`src/logic/i3c_bus_pkg.sv`:
```
// Bus-level definitions shared by the I3C target control path
// Byte and address widths, the broadcast address byte and PHY/monitor link structs
package i3c_bus_pkg;

  typedef logic [7:0] byte_t;
  typedef logic [6:0] addr_t;

  // 7E with R/nW low
  localparam byte_t BroadcastByte = 8'hFC;

  // One-cycle strobes from the bus monitor
  typedef struct packed {
    logic start;
    logic rstart;
    logic stop;
  } bus_evt_t;

  // Request levels towards the bit/byte PHY
  typedef struct packed {
    logic  rx_req_byte;
    logic  rx_req_bit;
    logic  tx_req_byte;
    logic  tx_req_bit;
    byte_t tx_value;
  } phy_req_t;

  // Done pulses from the PHY, rx_data valid with rx_done
  typedef struct packed {
    logic  rx_done;
    byte_t rx_data;
    logic  tx_done;
  } phy_rsp_t;

endpackage

```
`src/logic/i3c_target_pkg.sv`:
```
// Target-side definitions for the I3C control path
// Address configuration, match flags, TX value source and the primary FSM states
package i3c_target_pkg;

  import i3c_bus_pkg::*;

  // Same layout serves the own and the virtual target
  typedef struct packed {
    addr_t sta_addr;
    logic  sta_valid;
    addr_t dyn_addr;
    logic  dyn_valid;
  } addr_cfg_t;

  typedef struct packed {
    logic ours;
    logic virt;
    logic bcast;
    logic rnw;
  } addr_match_t;

  // Selects what the PHY transmits
  typedef enum logic [1:0] {
    TxNone,
    TxAck,
    TxData,
    TxTbit
  } tx_src_e;

  typedef enum logic [3:0] {
    Idle,
    RxFByte,
    CheckFByte,
    TxAckFByte,
    RxSByte,
    RxSByteRepeated,
    CheckSByte,
    TxAckSByte,
    RxPWriteData,
    RxPWriteTbit,
    TxPReadData,
    TxPReadTbit,
    Wait,
    DoCCC,
    DoneCCC
  } target_state_e;

endpackage

```
`src/logic/i3c_addr_decoder.sv`:
```
// Address byte decoder of the I3C target
// Holds the received address and R/nW and flags own, virtual and broadcast matches
`timescale 1ns/1ps

module i3c_addr_decoder
  import i3c_bus_pkg::*;
  import i3c_target_pkg::*;
(
  input  logic        clk_i,
  input  logic        rst_ni,
  input  byte_t       rx_data_i,
  input  logic        addr_capture_i,
  input  logic        check_f_i,
  input  logic        check_s_i,
  input  logic        idle_i,
  input  logic        start_i,
  input  addr_cfg_t   own_cfg_i,
  input  addr_cfg_t   virt_cfg_i,
  output addr_match_t match_o,
  output byte_t       last_addr_o,
  output logic        last_addr_valid_o,
  output logic        virtual_device_sel_o,
  output logic        xfer_in_progress_o
);

  addr_t addr_q;
  logic  rnw_q;
  logic  own_hit;
  logic  virt_hit;
  logic  bcast_hit;
  logic  check;

  // Dynamic address takes precedence, no valid address means no match
  function automatic logic addr_hit(addr_cfg_t cfg, addr_t addr);
    logic hit;
    hit = 1'b0;
    if (cfg.dyn_valid) begin
      hit = (cfg.dyn_addr == addr);
    end else if (cfg.sta_valid) begin
      hit = (cfg.sta_addr == addr);
    end
    return hit;
  endfunction

  always_ff @(posedge clk_i or negedge rst_ni) begin
    if (!rst_ni) begin
      addr_q <= '0;
      rnw_q  <= 1'b0;
    end else if (addr_capture_i) begin
      addr_q <= rx_data_i[7:1];
      rnw_q  <= rx_data_i[0];
    end else if (idle_i) begin
      addr_q <= '0;
      rnw_q  <= 1'b0;
    end
  end

  assign own_hit   = addr_hit(own_cfg_i, addr_q);
  assign virt_hit  = addr_hit(virt_cfg_i, addr_q);
  assign bcast_hit = ({addr_q, rnw_q} == BroadcastByte);
  assign check     = check_f_i | check_s_i;

  assign match_o.ours  = own_hit;
  assign match_o.virt  = virt_hit;
  assign match_o.bcast = bcast_hit;
  assign match_o.rnw   = rnw_q;

  assign last_addr_o = {addr_q, rnw_q};

  always_ff @(posedge clk_i or negedge rst_ni) begin
    if (!rst_ni) begin
      last_addr_valid_o    <= 1'b0;
      xfer_in_progress_o   <= 1'b0;
      virtual_device_sel_o <= 1'b0;
    end else begin
      if (start_i) begin
        last_addr_valid_o <= 1'b0;
      end else if (addr_capture_i) begin
        last_addr_valid_o <= 1'b1;
      end
      if (idle_i) begin
        xfer_in_progress_o <= 1'b0;
      end else if (check) begin
        xfer_in_progress_o <= own_hit | virt_hit;
      end
      // Broadcast byte leaves the previous selection in place
      if (check && !bcast_hit) begin
        virtual_device_sel_o <= virt_hit;
      end
    end
  end

endmodule

```
`src/logic/i3c_rx_path.sv`:
```
// Receive data path of the I3C target for private writes
// Captures bytes, checks the T-bit and feeds the RX FIFO write side
`timescale 1ns/1ps

module i3c_rx_path
  import i3c_bus_pkg::*;
(
  input  logic  clk_i,
  input  logic  rst_ni,
  input  byte_t rx_data_i,
  input  logic  data_done_i,
  input  logic  tbit_done_i,
  input  logic  write_entry_i,
  input  logic  rx_clear_i,
  input  logic  rx_fifo_wready_i,
  output logic  rx_fifo_wvalid_o,
  output byte_t rx_fifo_wdata_o,
  output logic  parity_err_o,
  output logic  rx_overflow_err_o
);

  byte_t data_q;
  logic  wvalid_q;
  logic  parity_q;
  logic  ovf_q;
  logic  parity_pulse_q;
  logic  ovf_pulse_q;
  logic  tbit_ok;
  logic  ovf_hit;
  logic  write_set;

  // T-bit is odd parity over the held byte
  assign tbit_ok = (rx_data_i[0] == ~(^data_q));

  // New byte while the previous entry still waits on the FIFO
  assign ovf_hit = data_done_i & wvalid_q & ~rx_fifo_wready_i;

  assign write_set = write_entry_i & tbit_ok & ~parity_q & ~ovf_q;

  // Dropped byte must not disturb the pending entry
  always_ff @(posedge clk_i) begin
    if (data_done_i && !ovf_hit) begin
      data_q <= rx_data_i;
    end
  end

  always_ff @(posedge clk_i or negedge rst_ni) begin
    if (!rst_ni) begin
      parity_q       <= 1'b0;
      ovf_q          <= 1'b0;
      parity_pulse_q <= 1'b0;
      ovf_pulse_q    <= 1'b0;
      wvalid_q       <= 1'b0;
    end else begin
      if (rx_clear_i) begin
        parity_q <= 1'b0;
        ovf_q    <= 1'b0;
      end else begin
        if (tbit_done_i && !tbit_ok) begin
          parity_q <= 1'b1;
        end
        if (ovf_hit) begin
          ovf_q <= 1'b1;
        end
      end
      parity_pulse_q <= tbit_done_i & ~tbit_ok;
      ovf_pulse_q    <= ovf_hit & ~ovf_q;
      // Held until the FIFO takes it
      if (write_set) begin
        wvalid_q <= 1'b1;
      end else if (wvalid_q && rx_fifo_wready_i) begin
        wvalid_q <= 1'b0;
      end
    end
  end

  assign rx_fifo_wvalid_o  = wvalid_q;
  assign rx_fifo_wdata_o   = data_q;
  assign parity_err_o      = parity_pulse_q;
  assign rx_overflow_err_o = ovf_pulse_q;

endmodule

```
`src/logic/i3c_tx_path.sv`:
```
// Transmit data path of the I3C target for ACKs and private reads
// Holds the popped TX FIFO byte and forms the PHY transmit request and value
`timescale 1ns/1ps

module i3c_tx_path
  import i3c_bus_pkg::*;
  import i3c_target_pkg::*;
(
  input  logic    clk_i,
  input  logic    rst_ni,
  input  tx_src_e tx_src_i,
  input  logic    tx_pop_i,
  input  byte_t   tx_fifo_rdata_i,
  input  logic    tx_done_i,
  input  logic    tx_last_byte_i,
  output byte_t   tx_value_o,
  output logic    tx_req_byte_o,
  output logic    tx_req_bit_o,
  output logic    end_xfer_o
);

  byte_t data_q;
  logic  end_xfer_q;

  assign tx_req_byte_o = (tx_src_i == TxData);
  assign tx_req_bit_o  = (tx_src_i == TxAck) || (tx_src_i == TxTbit);

  always_ff @(posedge clk_i) begin
    if (tx_pop_i) begin
      data_q <= tx_fifo_rdata_i;
    end
  end

  // Sampled at every bit done, so the flag of the next byte is ready for its T-bit
  always_ff @(posedge clk_i or negedge rst_ni) begin
    if (!rst_ni) begin
      end_xfer_q <= 1'b0;
    end else if (tx_done_i && tx_req_bit_o) begin
      end_xfer_q <= tx_last_byte_i;
    end
  end

  always_comb begin
    case (tx_src_i)
      TxAck:   tx_value_o = 8'h00;
      TxData:  tx_value_o = data_q;
      TxTbit:  tx_value_o = {7'b0, ~end_xfer_q};
      default: tx_value_o = 8'h01;
    endcase
  end

  assign end_xfer_o = end_xfer_q;

endmodule

```
`src/logic/i3c_target_fsm.sv`:
```
// Primary state machine of the I3C target
// Sequences address, ACK, private read/write data, T-bit and CCC hand-off phases
`timescale 1ns/1ps

module i3c_target_fsm
  import i3c_bus_pkg::*;
  import i3c_target_pkg::*;
(
  input  logic        clk_i,
  input  logic        rst_ni,
  input  logic        target_enable_i,
  input  bus_evt_t    bus_evt_i,
  input  phy_rsp_t    phy_rsp_i,
  input  addr_match_t match_i,
  input  logic        end_xfer_i,
  input  logic        tx_desc_avail_i,
  input  logic        tx_fifo_rvalid_i,
  input  logic        tx_last_byte_i,
  input  logic        is_ccc_done_i,
  input  logic        is_next_ccc_i,
  output logic        rx_req_byte_o,
  output logic        rx_req_bit_o,
  output tx_src_e     tx_src_o,
  output logic        tx_pop_o,
  output logic        addr_capture_o,
  output logic        check_f_o,
  output logic        check_s_o,
  output logic        data_done_o,
  output logic        tbit_done_o,
  output logic        write_entry_o,
  output logic        rx_clear_o,
  output logic        rx_last_byte_o,
  output logic        ccc_valid_o,
  output byte_t       ccc_o,
  output logic        target_idle_o,
  output logic        target_transmitting_o,
  output logic        event_target_nack_o,
  output logic        tx_pr_start_o,
  output logic        tx_pr_abort_o
);

  target_state_e state_q, state_d;
  byte_t         ccc_q;
  logic          start_det;
  logic          rx_done;
  logic          tx_done;
  logic          hit;

  assign start_det = bus_evt_i.start | bus_evt_i.rstart;
  assign rx_done   = phy_rsp_i.rx_done;
  assign tx_done   = phy_rsp_i.tx_done;
  assign hit       = match_i.ours | match_i.virt;

  always_comb begin
    state_d = state_q;
    case (state_q)
      Idle: begin
        if (target_enable_i && start_det) state_d = RxFByte;
      end
      RxFByte: begin
        if (rx_done) state_d = CheckFByte;
      end
      CheckFByte: begin
        // Read without a descriptor is not acknowledged
        if ((match_i.bcast || hit) && !(match_i.rnw && !tx_desc_avail_i)) begin
          state_d = TxAckFByte;
        end else begin
          state_d = Wait;
        end
      end
      TxAckFByte: begin
        if (tx_done) begin
          if (match_i.bcast) state_d = RxSByte;
          else if (match_i.rnw) state_d = TxPReadData;
          else state_d = RxPWriteData;
        end
      end
      // After 7E/W either a CCC follows or a repeated start with a direct address
      RxSByte: begin
        if (start_det) state_d = RxSByteRepeated;
        else if (rx_done) state_d = DoCCC;
      end
      RxSByteRepeated: begin
        if (rx_done) state_d = CheckSByte;
      end
      CheckSByte: begin
        if (hit && (tx_desc_avail_i || !match_i.rnw)) state_d = TxAckSByte;
        else state_d = Wait;
      end
      TxAckSByte: begin
        if (tx_done) begin
          if (match_i.rnw) state_d = TxPReadData;
          else state_d = RxPWriteData;
        end
      end
      RxPWriteData: begin
        if (start_det) state_d = RxFByte;
        else if (rx_done) state_d = RxPWriteTbit;
      end
      RxPWriteTbit: begin
        if (start_det) state_d = RxFByte;
        else if (rx_done) state_d = RxPWriteData;
      end
      TxPReadData: begin
        if (start_det) state_d = RxFByte;
        else if (tx_done) state_d = TxPReadTbit;
      end
      TxPReadTbit: begin
        if (start_det) begin
          state_d = RxFByte;
        end else if (tx_done) begin
          // Keep reading while data remains and the last byte has not gone out
          if ((tx_fifo_rvalid_i || tx_last_byte_i) && !end_xfer_i) state_d = TxPReadData;
          else state_d = Wait;
        end
      end
      Wait: begin
        if (start_det) state_d = RxFByte;
      end
      DoCCC: begin
        if (is_ccc_done_i) state_d = DoneCCC;
        else if (is_next_ccc_i) state_d = RxSByte;
      end
      DoneCCC: state_d = Idle;
      default: state_d = Idle;
    endcase
    if (bus_evt_i.stop) state_d = Idle;
  end

  always_ff @(posedge clk_i or negedge rst_ni) begin
    if (!rst_ni) begin
      state_q <= Idle;
    end else begin
      state_q <= state_d;
    end
  end

  // Command code of a broadcast transfer for the CCC sub-machine
  always_ff @(posedge clk_i) begin
    if (state_q == RxSByte && rx_done && !start_det) begin
      ccc_q <= phy_rsp_i.rx_data;
    end
  end

  always_comb begin
    case (state_q)
      TxAckFByte, TxAckSByte: tx_src_o = TxAck;
      TxPReadData:            tx_src_o = TxData;
      TxPReadTbit:            tx_src_o = TxTbit;
      default:                tx_src_o = TxNone;
    endcase
  end

  assign rx_req_byte_o = (state_q inside {RxFByte, RxSByte, RxSByteRepeated, RxPWriteData})
                         & ~start_det;
  assign rx_req_bit_o  = (state_q == RxPWriteTbit) & ~start_det;

  assign tx_pop_o = (state_q != TxPReadData) & (state_d == TxPReadData);

  assign addr_capture_o = rx_done & (state_q inside {RxFByte, RxSByteRepeated});
  assign check_f_o      = (state_q == CheckFByte);
  assign check_s_o      = (state_q == CheckSByte);

  assign data_done_o    = (state_q == RxPWriteData) & rx_done;
  assign tbit_done_o    = (state_q == RxPWriteTbit) & rx_done;
  assign write_entry_o  = (state_q == RxPWriteTbit) & (state_d == RxPWriteData);
  assign rx_clear_o     = (state_q inside {Idle, RxFByte});
  assign rx_last_byte_o = (state_q == RxPWriteData) & (state_d inside {RxFByte, Idle});

  assign ccc_valid_o = (state_q == DoCCC);
  assign ccc_o       = ccc_q;

  assign target_idle_o         = (state_q == Idle);
  assign target_transmitting_o = (state_q inside {TxAckFByte, TxAckSByte, TxPReadData,
                                                  TxPReadTbit});

  assign event_target_nack_o = (state_q != Wait) & (state_d == Wait);

  // Private read begins once the address is known to be ours
  assign tx_pr_start_o = ((check_f_o & ~match_i.bcast) | check_s_o) & hit & match_i.rnw;
  assign tx_pr_abort_o = (state_q inside {TxPReadData, TxPReadTbit})
                         & (start_det | bus_evt_i.stop);

endmodule

```
`src/logic/i3c_target_ctrl.sv`:
```
// Top level of the I3C/I2C target primary control path
// Connects the FSM, address decoder and RX/TX data paths to PHY, FIFOs and CCC logic
`timescale 1ns/1ps

module i3c_target_ctrl
  import i3c_bus_pkg::*;
  import i3c_target_pkg::*;
(
  input  logic      clk_i,
  input  logic      rst_ni,
  input  logic      target_enable_i,
  input  bus_evt_t  bus_evt_i,
  input  phy_rsp_t  phy_rsp_i,
  output phy_req_t  phy_req_o,
  input  addr_cfg_t own_cfg_i,
  input  addr_cfg_t virt_cfg_i,
  input  logic      tx_desc_avail_i,
  input  logic      tx_fifo_rvalid_i,
  input  logic      tx_last_byte_i,
  input  byte_t     tx_fifo_rdata_i,
  output logic      tx_fifo_rready_o,
  input  logic      rx_fifo_wready_i,
  output logic      rx_fifo_wvalid_o,
  output byte_t     rx_fifo_wdata_o,
  output logic      rx_last_byte_o,
  output logic      parity_err_o,
  output logic      rx_overflow_err_o,
  output byte_t     ccc_o,
  output logic      ccc_valid_o,
  input  logic      is_ccc_done_i,
  input  logic      is_next_ccc_i,
  output byte_t     last_addr_o,
  output logic      last_addr_valid_o,
  output logic      virtual_device_sel_o,
  output logic      xfer_in_progress_o,
  output logic      target_idle_o,
  output logic      target_transmitting_o,
  output logic      event_target_nack_o,
  output logic      tx_pr_start_o,
  output logic      tx_pr_abort_o
);

  addr_match_t match;
  tx_src_e     tx_src;
  byte_t       tx_value;
  logic        rx_req_byte, rx_req_bit, tx_req_byte, tx_req_bit;
  logic        tx_pop, end_xfer;
  logic        addr_capture, check_f, check_s;
  logic        data_done, tbit_done, write_entry, rx_clear;

  i3c_target_fsm u_fsm (
    .clk_i, .rst_ni, .target_enable_i, .bus_evt_i, .phy_rsp_i,
    .match_i(match), .end_xfer_i(end_xfer),
    .tx_desc_avail_i, .tx_fifo_rvalid_i, .tx_last_byte_i, .is_ccc_done_i, .is_next_ccc_i,
    .rx_req_byte_o(rx_req_byte), .rx_req_bit_o(rx_req_bit),
    .tx_src_o(tx_src), .tx_pop_o(tx_pop),
    .addr_capture_o(addr_capture), .check_f_o(check_f), .check_s_o(check_s),
    .data_done_o(data_done), .tbit_done_o(tbit_done),
    .write_entry_o(write_entry), .rx_clear_o(rx_clear),
    .rx_last_byte_o, .ccc_valid_o, .ccc_o, .target_idle_o, .target_transmitting_o,
    .event_target_nack_o, .tx_pr_start_o, .tx_pr_abort_o
  );

  i3c_addr_decoder u_addr_decoder (
    .clk_i, .rst_ni, .rx_data_i(phy_rsp_i.rx_data),
    .addr_capture_i(addr_capture), .check_f_i(check_f), .check_s_i(check_s),
    .idle_i(target_idle_o), .start_i(bus_evt_i.start | bus_evt_i.rstart),
    .own_cfg_i, .virt_cfg_i, .match_o(match),
    .last_addr_o, .last_addr_valid_o, .virtual_device_sel_o, .xfer_in_progress_o
  );

  i3c_rx_path u_rx_path (
    .clk_i, .rst_ni, .rx_data_i(phy_rsp_i.rx_data),
    .data_done_i(data_done), .tbit_done_i(tbit_done),
    .write_entry_i(write_entry), .rx_clear_i(rx_clear),
    .rx_fifo_wready_i, .rx_fifo_wvalid_o, .rx_fifo_wdata_o, .parity_err_o, .rx_overflow_err_o
  );

  i3c_tx_path u_tx_path (
    .clk_i, .rst_ni, .tx_src_i(tx_src), .tx_pop_i(tx_pop), .tx_fifo_rdata_i,
    .tx_done_i(phy_rsp_i.tx_done), .tx_last_byte_i,
    .tx_value_o(tx_value), .tx_req_byte_o(tx_req_byte), .tx_req_bit_o(tx_req_bit),
    .end_xfer_o(end_xfer)
  );

  // Receive requests come from the FSM, transmit side from the TX path
  assign phy_req_o.rx_req_byte = rx_req_byte;
  assign phy_req_o.rx_req_bit  = rx_req_bit;
  assign phy_req_o.tx_req_byte = tx_req_byte;
  assign phy_req_o.tx_req_bit  = tx_req_bit;
  assign phy_req_o.tx_value    = tx_value;

  assign tx_fifo_rready_o = tx_pop;

endmodule

```
`config.mk`:
```
export PLATFORM = sky130hd
export DESIGN_NAME = i3c_target_ctrl
export DESIGN_NICKNAME = d
export VERILOG_FILES = /design/src/logic/i3c_bus_pkg.sv /design/src/logic/i3c_target_pkg.sv /design/src/logic/i3c_addr_decoder.sv /design/src/logic/i3c_rx_path.sv /design/src/logic/i3c_tx_path.sv /design/src/logic/i3c_target_fsm.sv /design/src/logic/i3c_target_ctrl.sv
export SDC_FILE = /design/constraint.sdc
export NUM_CORES = 1
export LEC_CHECK = 0
export BUFFER_PORTS_ARGS = -buffer_cell sky130_fd_sc_hd__buf_4
export CAP_MARGIN = 20
export CORE_ASPECT_RATIO = 1.1
export CORE_MARGIN = 1
export CORE_UTILIZATION = 48
export CTS_BUF_LIST = sky130_fd_sc_hd__clkbuf_4 sky130_fd_sc_hd__clkbuf_8 sky130_fd_sc_hd__clkbuf_16
export DETAILED_ROUTE_END_ITERATION = 6
export MAX_ROUTING_LAYER = met4
export PLACE_DENSITY = 0.8
export SLEW_MARGIN = 40
export SYNTH_ARGS = -nofsm -noshare
export SYNTH_HDL_FRONTEND = slang
export SYNTH_SLANG_ARGS = --single-unit
```
`constraint.sdc`:
```
create_clock -name clk_i -period 3.6 [get_ports clk_i]
set_input_delay 0.18 -clock clk_i [delete_from_list [all_inputs] [get_ports clk_i]]
set_output_delay 0.18 -clock clk_i [all_outputs]
set_load 0.02 [all_outputs]
```
==> metrics.cfg, run 1 <==
[run_status]
status = finished clean

[die]
rows = 28
die-height_um = 80.83
fp.coreArea_mm2 = 0.005395
die_w_um = 73.66
start_util_pct = 50.26
dieArea_mm2 = 0.005954
io_pins = 112

[timing]
worstMarginPinSlew_ps = 829.8
slew_headroom_pct = 44.68
clock.fmax_ghz = 0.3245
clock_skew_ps = 13.21
slew_viol_final = 0
tns_ps = 0
timing.final.ws_setup_ps = 518.7
period_minus_slack_ps = 3081
rsz0062_at_grt = false
setup_viol = 0
final.period_utilization_pct = 85.59
finalHoldViolCount = 0

[critical_path]
rr_worst_depth = 7
worstPathArrival_ps = 2900
worstPathMaxFanout = 28
required_ps = 3420
crit_path_end = tx_fifo_rready_o
crit_type = register to output pin
worst_setup_path_end_kind = output pin
startpoint = u_fsm.state_q[1]
r2r_start = u_fsm.state_q[1]
r2r_slack_ps = 850
r2r-end = u_tx_path.data_q[0]
start_kind = register

[placed_design]
preCtsSetupSlack_ps = 955.3
dpl.hpwl_mm = 4.964
gp_congestion = 0.8893
portBuffers = 111

[cts]
cts_tree = built
clk_pin_slew_worst_paths_ps = 80
clock_sinks = 45
clock_path_buffers = 2
root_buffer = clkbuf_8
cts_resized = 0
cts_made_buffers = 5
ctsHtreeMaxLevel = 2
clk_latency_ps = 290

[final_layout]
layout.nets = 412
antenna_cells = 0
synthToLayoutAreaGrowth_pct = 32.53
final_layout_size_suffix_gt1_share_pct = 38.46

[power_and_ir_drop]
power.share.sequential_pct = 50.8
p_clk_share_pct = 35.0
combPwrFrac_pct = 14.3
vdd_drop_max_v = 0.0001842
cellPowerDensity_mw_per_mm2 = 310.2
switching_power_uw = 258.6
switching_share_pct = 23.20
static-leakage-power_uw = 0.001590
power.internal_uw = 856.2

[logic_synthesis]
netlist_top_cells_area = edfxtp_1, dfrtp_1, xnor2_1, xor2_1, nor2_1
synth_edf_count = 24
synthFlopType = edfxtp_1
avgSynthCellArea_um2 = 10.72
synth.distinct_cells = 58
synthesis.area_mm2 = 0.002711
yosys.area.top_type = edfxtp_1
ys_async_sr_fraction_pct = 46.67
ys_seq_area_share_pct = 45.96
syn-num-nets = 315
synth_most_common_cell = xnor2_1
yosysWarningCount = 0
synth_top_area_share_pct = 26.58
synth_seq_cells = 45
netlist_instances = 253
synth.top_cells.by_count = xnor2_1, edfxtp_1, dfrtp_1, nor2_1, nand2_1

[global_routing]
first_global_vias = 2187
grt_pass1_wl_mm = 10.23
antenna_found_initial = 0
grt_max_degree = 29
grt_usage_pct = 23.49
grt_remaining_overflow = 0

[route]
drt-met1-wl_mm = 2.643
ant_nets = 0
wl_mm = 6.570
top_layer = met4
met3_length_um = 449
wl_met2_mm = 3.336
num_vias = 2269
wl_per_cell_um = 15.42
drt-initial-drc-count = 159
drtPass1Iterations = 4
via_per_inst = 5.326
drcViolationCount = 0

[flow_run]
drv_cap = 0

[hold_path]
hp-class = input port to register

worst min-delay path by stage:
stage	startpoint	end	slack, ps	cells after the start
floorplan	rst_ni	u_addr_decoder.addr_q[0]	-120	0
global placement	rst_ni	u_rx_path.rx_overflow_err_o	80	1
detailed placement	rst_ni	u_rx_path.rx_overflow_err_o	90	1
CTS	tx_fifo_rdata_i[1]	u_tx_path.data_q[1]	60	1
global route	tx_fifo_rdata_i[3]	u_tx_path.data_q[3]	40	1
finish	tx_fifo_rdata_i[1]	u_tx_path.data_q[1]	60	1
routing by layer:
| metal | vias up | track usage [%] |
|---|---|---|
| li1 | 1098 | - |
| met1 | 1059 | 27.35 |
| met2 | 98 | 40.09 |
| met3 | 14 | 4.467 |
| met4 | 0 | 8.846 |
| met5 | - | - |
worst max-delay path, stage by stage (launching register included):
cell and delay, ps:
dfrtp_1 850, nand2b_1 250, nor2_1 350, nand3b_1 190
o22ai_1 170, o21ba_2 210, nor4_2 210, buf_4 210
buf_4 160
through the flow:
stage | cell area, µm² | total power [µW] | hold WS [ps] | util [%] | cells
after global placement | 3468 | 733.2 | 81.13 | 64.29 | 417
after detailed placement | 3468 | 736.0 | 88.09 | 64.29 | 417
after global routing | 3593 | 1160 | 43.80 | 66.60 | 426
after floorplan | 2711 | 655.4 | -115.6 | - | 253
final | 3593 | 1115 | 62.14 | 66.60 | 426
after CTS | 3593 | 1120 | 56.71 | 66.60 | 426
registers in the layout, summed over array words and instances, names as in the netlist, 4 cells and up:
name / cells
u_fsm.ccc_o: 8
u_rx_path.rx_fifo_wdata_o: 8
u_tx_path.data_q: 8
u_addr_decoder.addr_q: 7
u_fsm.state_q: 4
power by group through the flow:
stage / logic, µW / registers (µW) / clock network [µW]
2_1_floorplan: 88.6 / 567 / 0
3_3_place_gp: 156 / 577 / 0
3_5_place_dp: 159 / 577 / 0
4_1_cts: 160 / 566 / 394
5_1_grt: 173 / 568 / 419
6_report: 159 / 566 / 390
timing repair:
| item | in CTS | in global routing |
|---|---|---|
| endpoints found under the hold margin | 21 | 0 |
| buffers inserted | 0 | 0 |
| hold buffers | 1 | 0 |
cells in the final DEF (no fill, tap or decap), types with 2 or more instances in the layout:
cell type and instances:
nor4_1 5, nor2b_1 6, xnor2_1 28, nor2_1 20
nand2b_1 4, or4b_1 2, nor3_1 3, o32a_1 3
o22ai_1 3, buf_4 112, xor2_1 9, dfrtp_1 21
mux2_2 2, a22o_1 7, edfxtp_1 24, a21oi_1 7
and3_1 4, o21ai_0 8, nand4_1 6, o21ba_2 2
and2_1 7, inv_1 3, nor3b_1 4, a31o_2 2
nand2_1 13, nand3b_1 3, a21o_1 2, o211a_1 2
clkbuf_8 5, nand3_1 5
cell families after synthesis:
| logic type | count (synthesis) | share of synthesized area, % |
|---|---|---|
| buffers and inverters | 26 | 7.199 |
| xor gates and xnor gates | 37 | 11.95 |
| muxes | 2 | 0.8306 |
| and+or+nand+nor | 96 | 21.23 |
| DFF | 45 | 45.96 |
| AOI/OAI and AO/OA | 47 | 12.83 |
area by class of cell:
type | count | area, µm²
clock buffer | 6 | 76.32
clock inverter | 2 | 38.79
fill | 460 | 1802
inverter | 3 | 11.26
multi-input combinational | 182 | 1276
sequential | 45 | 1246
tap | 75 | 93.84
timing repair buffer | 113 | 850.8
Note: power is estimated with default switching activity, not from simulation.
==> run 2, diff against run 1 <==
--- a/config.mk
+++ b/config.mk
@@ -14,6 +14,7 @@
 export DETAILED_ROUTE_END_ITERATION = 6
 export MAX_ROUTING_LAYER = met4
 export PLACE_DENSITY = 0.8
+export REMOVE_ABC_BUFFERS = 1
 export SLEW_MARGIN = 40
 export SYNTH_ARGS = -nofsm -noshare
 export SYNTH_HDL_FRONTEND = slang
==> constraint.sdc (replaced) <==
create_clock -name clk_i -period 3 [get_ports clk_i]
set_input_delay 0.6 -clock clk_i [delete_from_list [all_inputs] [get_ports clk_i]]
set_output_delay 0.6 -clock clk_i [all_outputs]
set_load 0.02 [all_outputs]
==> run 2 against run 1 <==
  * The run now ends with negative setup slack left
  * Global-route usage is 1.4 points higher
  * Power is 15% higher
  * Critical endpoint is now event_target_nack_o
  * Routed wire length is 7.2% higher
  * Cell count is 6.6% higher
==> metrics.cfg, run 2 (synthesized netlist as in run 1, its figures left out) <==
[timing]
finalHoldViolCount = 0  ; unchanged
slew_viol_final = 0  ; unchanged
clock.fmax_ghz = 0.3313
setup_viol = 1  ; +1
tns_ps = -18.48  ; -18.48 ps
rsz0062_at_grt = true
clock_skew_ps = 7.643  ; -5.562 ps
worstMarginPinSlew_ps = 666.8  ; -163.0 ps
final.period_utilization_pct = 100.6
timing.final.ws_setup_ps = -18.48  ; -537.2 ps
period_minus_slack_ps = 3018
slew_headroom_pct = 55.38  ; +11 points

[die]
die-height_um = 80.83  ; unchanged
start_util_pct = 50.26  ; unchanged
die_w_um = 73.66  ; unchanged
rows = 28  ; unchanged
io_pins = 112  ; unchanged
dieArea_mm2 = 0.005954  ; unchanged
fp.coreArea_mm2 = 0.005395  ; unchanged

[final_layout]
mostFrequentLayoutCells = buf_4, xnor2_1, edfxtp_1
fin_area_mm2 = 0.003819  ; +6.3%
final_common_cell = buf_4
synthToLayoutAreaGrowth_pct = 40.84
postLayoutCoreUtil_pct = 70.78  ; +4.2 points
layout.nets = 440  ; +6.8%
antenna_cells = 0  ; unchanged
final_layout_size_suffix_gt1_share_pct = 47.23  ; +8.8 points

[cts]
clock_path_buffers = 2  ; unchanged
clock_sinks = 45  ; unchanged
cts_tree = built
ctsHtreeMaxLevel = 2  ; unchanged
cts_made_buffers = 5  ; unchanged
clk_pin_slew_worst_paths_ps = 90  ; about the same
root_buffer = clkbuf_8
clk_latency_ps = 300  ; about the same

[critical_path]
crit_top_cell = buf_4
path_depth = 8  ; unchanged
rr_worst_depth = 8  ; +1
cp_top_family = compound AO/OA/AOI/OAI gates
start_kind = register
crit_chain = buf_4, xnor2_1, nand4_1, nor2_1, a311o_2, o211a_1, nor4bb_2, buf_4
cp_slowest_cell = dfrtp_2
slowest_delay_ps = 490  ; -360 ps
worstPathMaxFanout = 7  ; -75%
required_ps = 2400  ; -1020 ps
worstPathArrival_ps = 2420  ; -480 ps
crit_type = register to output pin
worst-path-buf-inv = 2  ; unchanged
worst_setup_path_end_kind = output pin

[placed_design]
preCtsSetupSlack_ps = 107.0  ; -848.3 ps
placed_area_mm2 = 0.003566  ; +2.8%
dpl.hpwl_mm = 5.156  ; +3.9%
portBuffers = 111  ; unchanged
gp_congestion = 0.8932  ; +0.44%

[global_routing]
first_global_vias = 2347  ; +7.3%
grt_remaining_overflow = 0  ; unchanged
grt_pass1_wl_mm = 10.98  ; +7.4%
antenna_found_initial = 0  ; unchanged
grt_usage_pct = 24.84  ; +1.4 points
grt_max_degree = 22  ; -24%

[power_and_ir_drop]
p_clk_share_pct = 30.2  ; -4.8 points
power.internal_uw = 946.6  ; +11%
power.share.sequential_pct = 52.5  ; +1.7 points
static-leakage-power_uw = 0.001709  ; +7.5%
combPwrFrac_pct = 17.3  ; +3.0 points
power.total_uw = 1280  ; +15%
vdd_drop_max_v = 0.0001992  ; +8.2%
cellPowerDensity_mw_per_mm2 = 335.3  ; +8.1%
switching_share_pct = 26.07  ; +2.9 points
switching_power_uw = 333.7  ; +29%

[route]
via_per_inst = 5.326  ; about the same
wl_per_cell_um = 15.51  ; +0.56%
ant_nets = 0  ; unchanged
drtPass1Iterations = 4  ; unchanged
num_vias = 2418  ; +6.6%
drt-initial-drc-count = 258  ; +62%
wl_mm = 7.041  ; +7.2%
drcViolationCount = 0  ; unchanged

[run_status]
status = finished, violations left
failed_checks = negative setup slack

[flow_run]
drv_cap = 0  ; unchanged

[hold_path]
hp-class = input port to asynchronous set/reset pin

==> run 2: cell count changes in the layout (fill, tap and decap cells not counted), sizes merged <==
cell         before  now
buf             112  141
bufinv            1    0
clkbuf            6    5
clkinv            0    1
clkinvlp          0    1
dlygate4sd3       1    0
==> run 2: worst register-to-register path: cells and delay by family, from the launching register on <==
family | cells | cell delay, ps
compound gates | 2 | 700
xor+xnor | 1 | 120
buf+inv | 2 | 400
flops | 1 | 490
simple gates | 3 | 420
==> run 2: metal layers <==
metal / share of wire, % / global-route usage (%) / wire length [µm] / vias up
li1: - / - / - / 1152
met1: 39 / 29.48 / 2767 / 1150
met2: 53 / 43.03 / 3732 / 104
met3: 6.0 / 4.342 / 421 / 12
met4: 1.7 / 7.308 / 120 / 0
met5: 0 / - / 0 / -
==> run 2: final timing paths <==
check                                               from                     endpoint  slack, ps
min in group clk_i                       u_rx_path.ovf_q  u_rx_path.rx_overflow_err_o        470
max in group asynchronous                         rst_ni             u_fsm.state_q[2]       2570
worst max register to register  u_addr_decoder.addr_q[1]          u_tx_path.data_q[0]        590
worst min-delay path                              rst_ni     u_addr_decoder.addr_q[3]        180
worst min register to register           u_rx_path.ovf_q  u_rx_path.rx_overflow_err_o        470
worst max-delay path            u_addr_decoder.addr_q[1]          event_target_nack_o        -20
==> run 2: layout make-up <==
cell class	instances	area, µm²
fill	417	1577
timing repair buffer	141	1066
clock inverter	3	20.02
clock buffer	5	68.82
tap	75	93.84
multi-input combinational	182	1299
inverter	3	11.26
sequential	45	1260
==> run 2: stage by stage <==
stage	hold WS (ps)	std cells
after global routing	180.8	454
after floorplan	304.4	230
after detailed placement	466.0	430
after CTS	181.7	445
after global placement	446.9	430
final	176.8	454
==> run 2: power groups by stage <==
stage,combinational [µW],clock [µW],sequential [µW]
finish,222,387,672
global route,239,415,673
CTS,215,391,672
detailed placement,209,0,686
global placement,204,0,685
floorplan,83.5,0,692
==> run 2: repair_timing <==
action                     CTS  global route
resized for setup           11             7
pin swaps                    0             5
buffers inserted             7             9
cloned                       0             0
hold buffers                 0             0
setup endpoints to repair    2             3
==> run 3, diff against run 2 <==
--- a/config.mk
+++ b/config.mk
@@ -5,15 +5,15 @@
 export SDC_FILE = /design/constraint.sdc
 export NUM_CORES = 1
 export LEC_CHECK = 0
-export BUFFER_PORTS_ARGS = -buffer_cell sky130_fd_sc_hd__buf_4
 export CAP_MARGIN = 20
 export CORE_ASPECT_RATIO = 1.1
 export CORE_MARGIN = 1
-export CORE_UTILIZATION = 48
+export CORE_UTILIZATION = 50
 export CTS_BUF_LIST = sky130_fd_sc_hd__clkbuf_4 sky130_fd_sc_hd__clkbuf_8 sky130_fd_sc_hd__clkbuf_16
 export DETAILED_ROUTE_END_ITERATION = 6
+export DONT_BUFFER_PORTS = 1
+export GPL_ROUTABILITY_DRIVEN = 0
 export MAX_ROUTING_LAYER = met4
-export PLACE_DENSITY = 0.8
 export REMOVE_ABC_BUFFERS = 1
 export SLEW_MARGIN = 40
 export SYNTH_ARGS = -nofsm -noshare
==> run 3 against run 2 <==
  * The run now ends clean
  * Register-to-register slack lost 80 ps
  * Cell area fell by 18%
  * Routed wire length down 6.4%
  * Power is 1.1% higher
  * Cell count fell by 23%
  * Clock skew rose by 0.66 ps
  * Hold slack improved by 84 ps
  * Critical path type unchanged
  * Critical endpoint unchanged
  * Largest power group unchanged
==> metrics.cfg, run 3 (synthesized netlist as in run 1, its figures left out) <==
[timing]
period_minus_slack_ps = 2978  ; -40.26 ps
clock.fmax_ghz = 0.3358  ; +1.4%
clock_skew_ps = 8.300  ; +0.6574 ps
worstMarginPinSlew_ps = 699.2  ; +32.38 ps
slew_viol_final = 0  ; unchanged
slew_headroom_pct = 53.22  ; -2.2 points
setup_viol = 0  ; -1
rsz0062_at_grt = true
final.period_utilization_pct = 99.27  ; -1.3 points
finalHoldViolCount = 0  ; unchanged
tns_ps = 0  ; +18.48 ps

[final_layout]
final_common_cell = buf_4
synthToLayoutAreaGrowth_pct = 15.18
final_layout_size_suffix_gt1_share_pct = 29.60  ; -18 points
multi_input_area_mm2 = 0.001356  ; +4.4%
mostFrequentLayoutCells = buf_4, xnor2_1, edfxtp_1
fillers = 417  ; unchanged
antenna_cells = 0  ; unchanged
regArea_mm2 = 0.001259  ; about the same
layout.nets = 338  ; -23%
postLayoutCoreUtil_pct = 61.22  ; -9.6 points

[route]
via_per_inst = 5.819  ; +9.3%
drtPass1Iterations = 4  ; unchanged
ant_nets = 0  ; unchanged
wl_per_cell_um = 18.89  ; +22%
num_vias = 2031  ; -16%
drt-initial-drc-count = 193  ; -25%
wl_mm = 6.593  ; -6.4%
drcViolationCount = 0  ; unchanged

[placed_design]
dpl.hpwl_mm = 4.869  ; -5.6%
portBuffers = 0  ; -100%

[power_and_ir_drop]
cellPowerDensity_mw_per_mm2 = 414.3  ; +24%
static-leakage-power_uw = 0.001244  ; -27%
vdd_drop_max_v = 0.0002515  ; +26%

[run_status]
status = finished clean

[global_routing]
grt_pass1_wl_mm = 10.24  ; -6.7%
first_global_vias = 2023  ; -14%
grt_max_degree = 22  ; unchanged
antenna_found_initial = 0  ; unchanged
grt_usage_pct = 24.18  ; -0.67 points
grt_remaining_overflow = 0  ; unchanged

[critical_path]
worst_setup_path_end_kind = output pin
required_ps = 2400  ; about the same
worstPathArrival_ps = 2380  ; -40 ps
start_kind = register
crit_type = register to output pin
worstPathMaxFanout = 7  ; unchanged

[hold_path]
hp-class = input port to asynchronous set/reset pin

[flow_run]
drv_cap = 0  ; unchanged

[die]
die-height_um = 79.24  ; -2.0%
start_util_pct = 53.15  ; +2.9 points
fp.coreArea_mm2 = 0.005101  ; -5.4%
rows = 27  ; -3.6%
dieArea_mm2 = 0.005722  ; -3.9%
io_pins = 112  ; unchanged
die_w_um = 72.21  ; -2.0%

[cts]
root_buffer = clkbuf_8
ctsHtreeMaxLevel = 2  ; unchanged
cts_made_buffers = 5  ; unchanged
clock_sinks = 45  ; unchanged
clock_path_buffers = 2  ; unchanged
clk_latency_ps = 300  ; about the same
cts_tree = built
clk_pin_slew_worst_paths_ps = 90  ; about the same

-- run 3: cell type report --
type	instances	share of cell area, %
clock inverter	3	1.522
tap	72	2.885
multi-input combinational	182	43.43
timing repair buffer	39	9.295
inverter	3	0.3606
sequential	45	40.30
clock buffer	5	2.204
-- run 3: worst max-delay path: stages, from the launching register on --
cell and delay [ps]:
dfrtp_2 470, buf_4 160, or4b_1 510, a21o_1 210
a21oi_2 170, nor4b_4 80, and2_0 170, nor4bb_2 160
buf_4 150
-- run 3: stage by stage --
| stage | setup slack (ps) | hold slack (ps) | instances | cell area, µm² | power, µW |
|---|---|---|---|---|---|
| after floorplan | -676.3 | 304.4 | 230 | 2527 | 775.1 |
| after global placement | 184.2 | 305.2 | 329 | 2826 | 811.5 |
| after detailed placement | 180.0 | 305.2 | 329 | 2826 | 814.9 |
| after CTS | 19.02 | 380.2 | 340 | 3005 | 1294 |
| after global routing | -126.9 | 276.1 | 349 | 3123 | 1346 |
| final | 21.78 | 260.4 | 349 | 3123 | 1294 |
-- run 3: report_power, final --
part | switching (µW) | internal, µW | total, µW | leakage [µW]
Combinational | 77.2 | 72.5 | 150 | 0.000694
Sequential | 15.7 | 659 | 674 | 0.000491
Clock | 216 | 254 | 470 | 0.0000591
Total | 308 | 985 | 1290 | 0.00124
-- run 3: worst paths after layout --
check | startpoint | endpoint | slack (ps) | cells past startpoint
max | u_fsm.state_q[3] | event_target_nack_o | 20 | 8
min reg2reg | u_rx_path.ovf_q | u_rx_path.rx_overflow_err_o | 470 | 1
max in group asynchronous | rst_ni | u_addr_decoder.addr_q[2] | 2360 | 1
max reg2reg | u_addr_decoder.addr_q[1] | u_tx_path.data_q[5] | 510 | 8
min | rst_ni | u_tx_path.end_xfer_o | 260 | 1
min in group clk_i | phy_rsp_i[1] | u_rx_path.rx_fifo_wdata_o[0] | 390 | 0
-- run 3: repair_timing --
action,4_1_cts,5_1_grt
pin swaps,4,10
setup endpoints to repair,2,2
setup buffers,2,9
endpoints found under the hold margin,21,0
resized for setup,15,10
hold buffers,1,0
-- run 3: routing by layer --
layer | vias to the layer above | wire length, µm | track usage, %
met5 | - | 0 | -
met4 | 0 | 19 | 3.922
met3 | 2 | 512 | 6.345
met2 | 102 | 3473 | 43.08
met1 | 976 | 2589 | 27.59
li1 | 951 | - | -
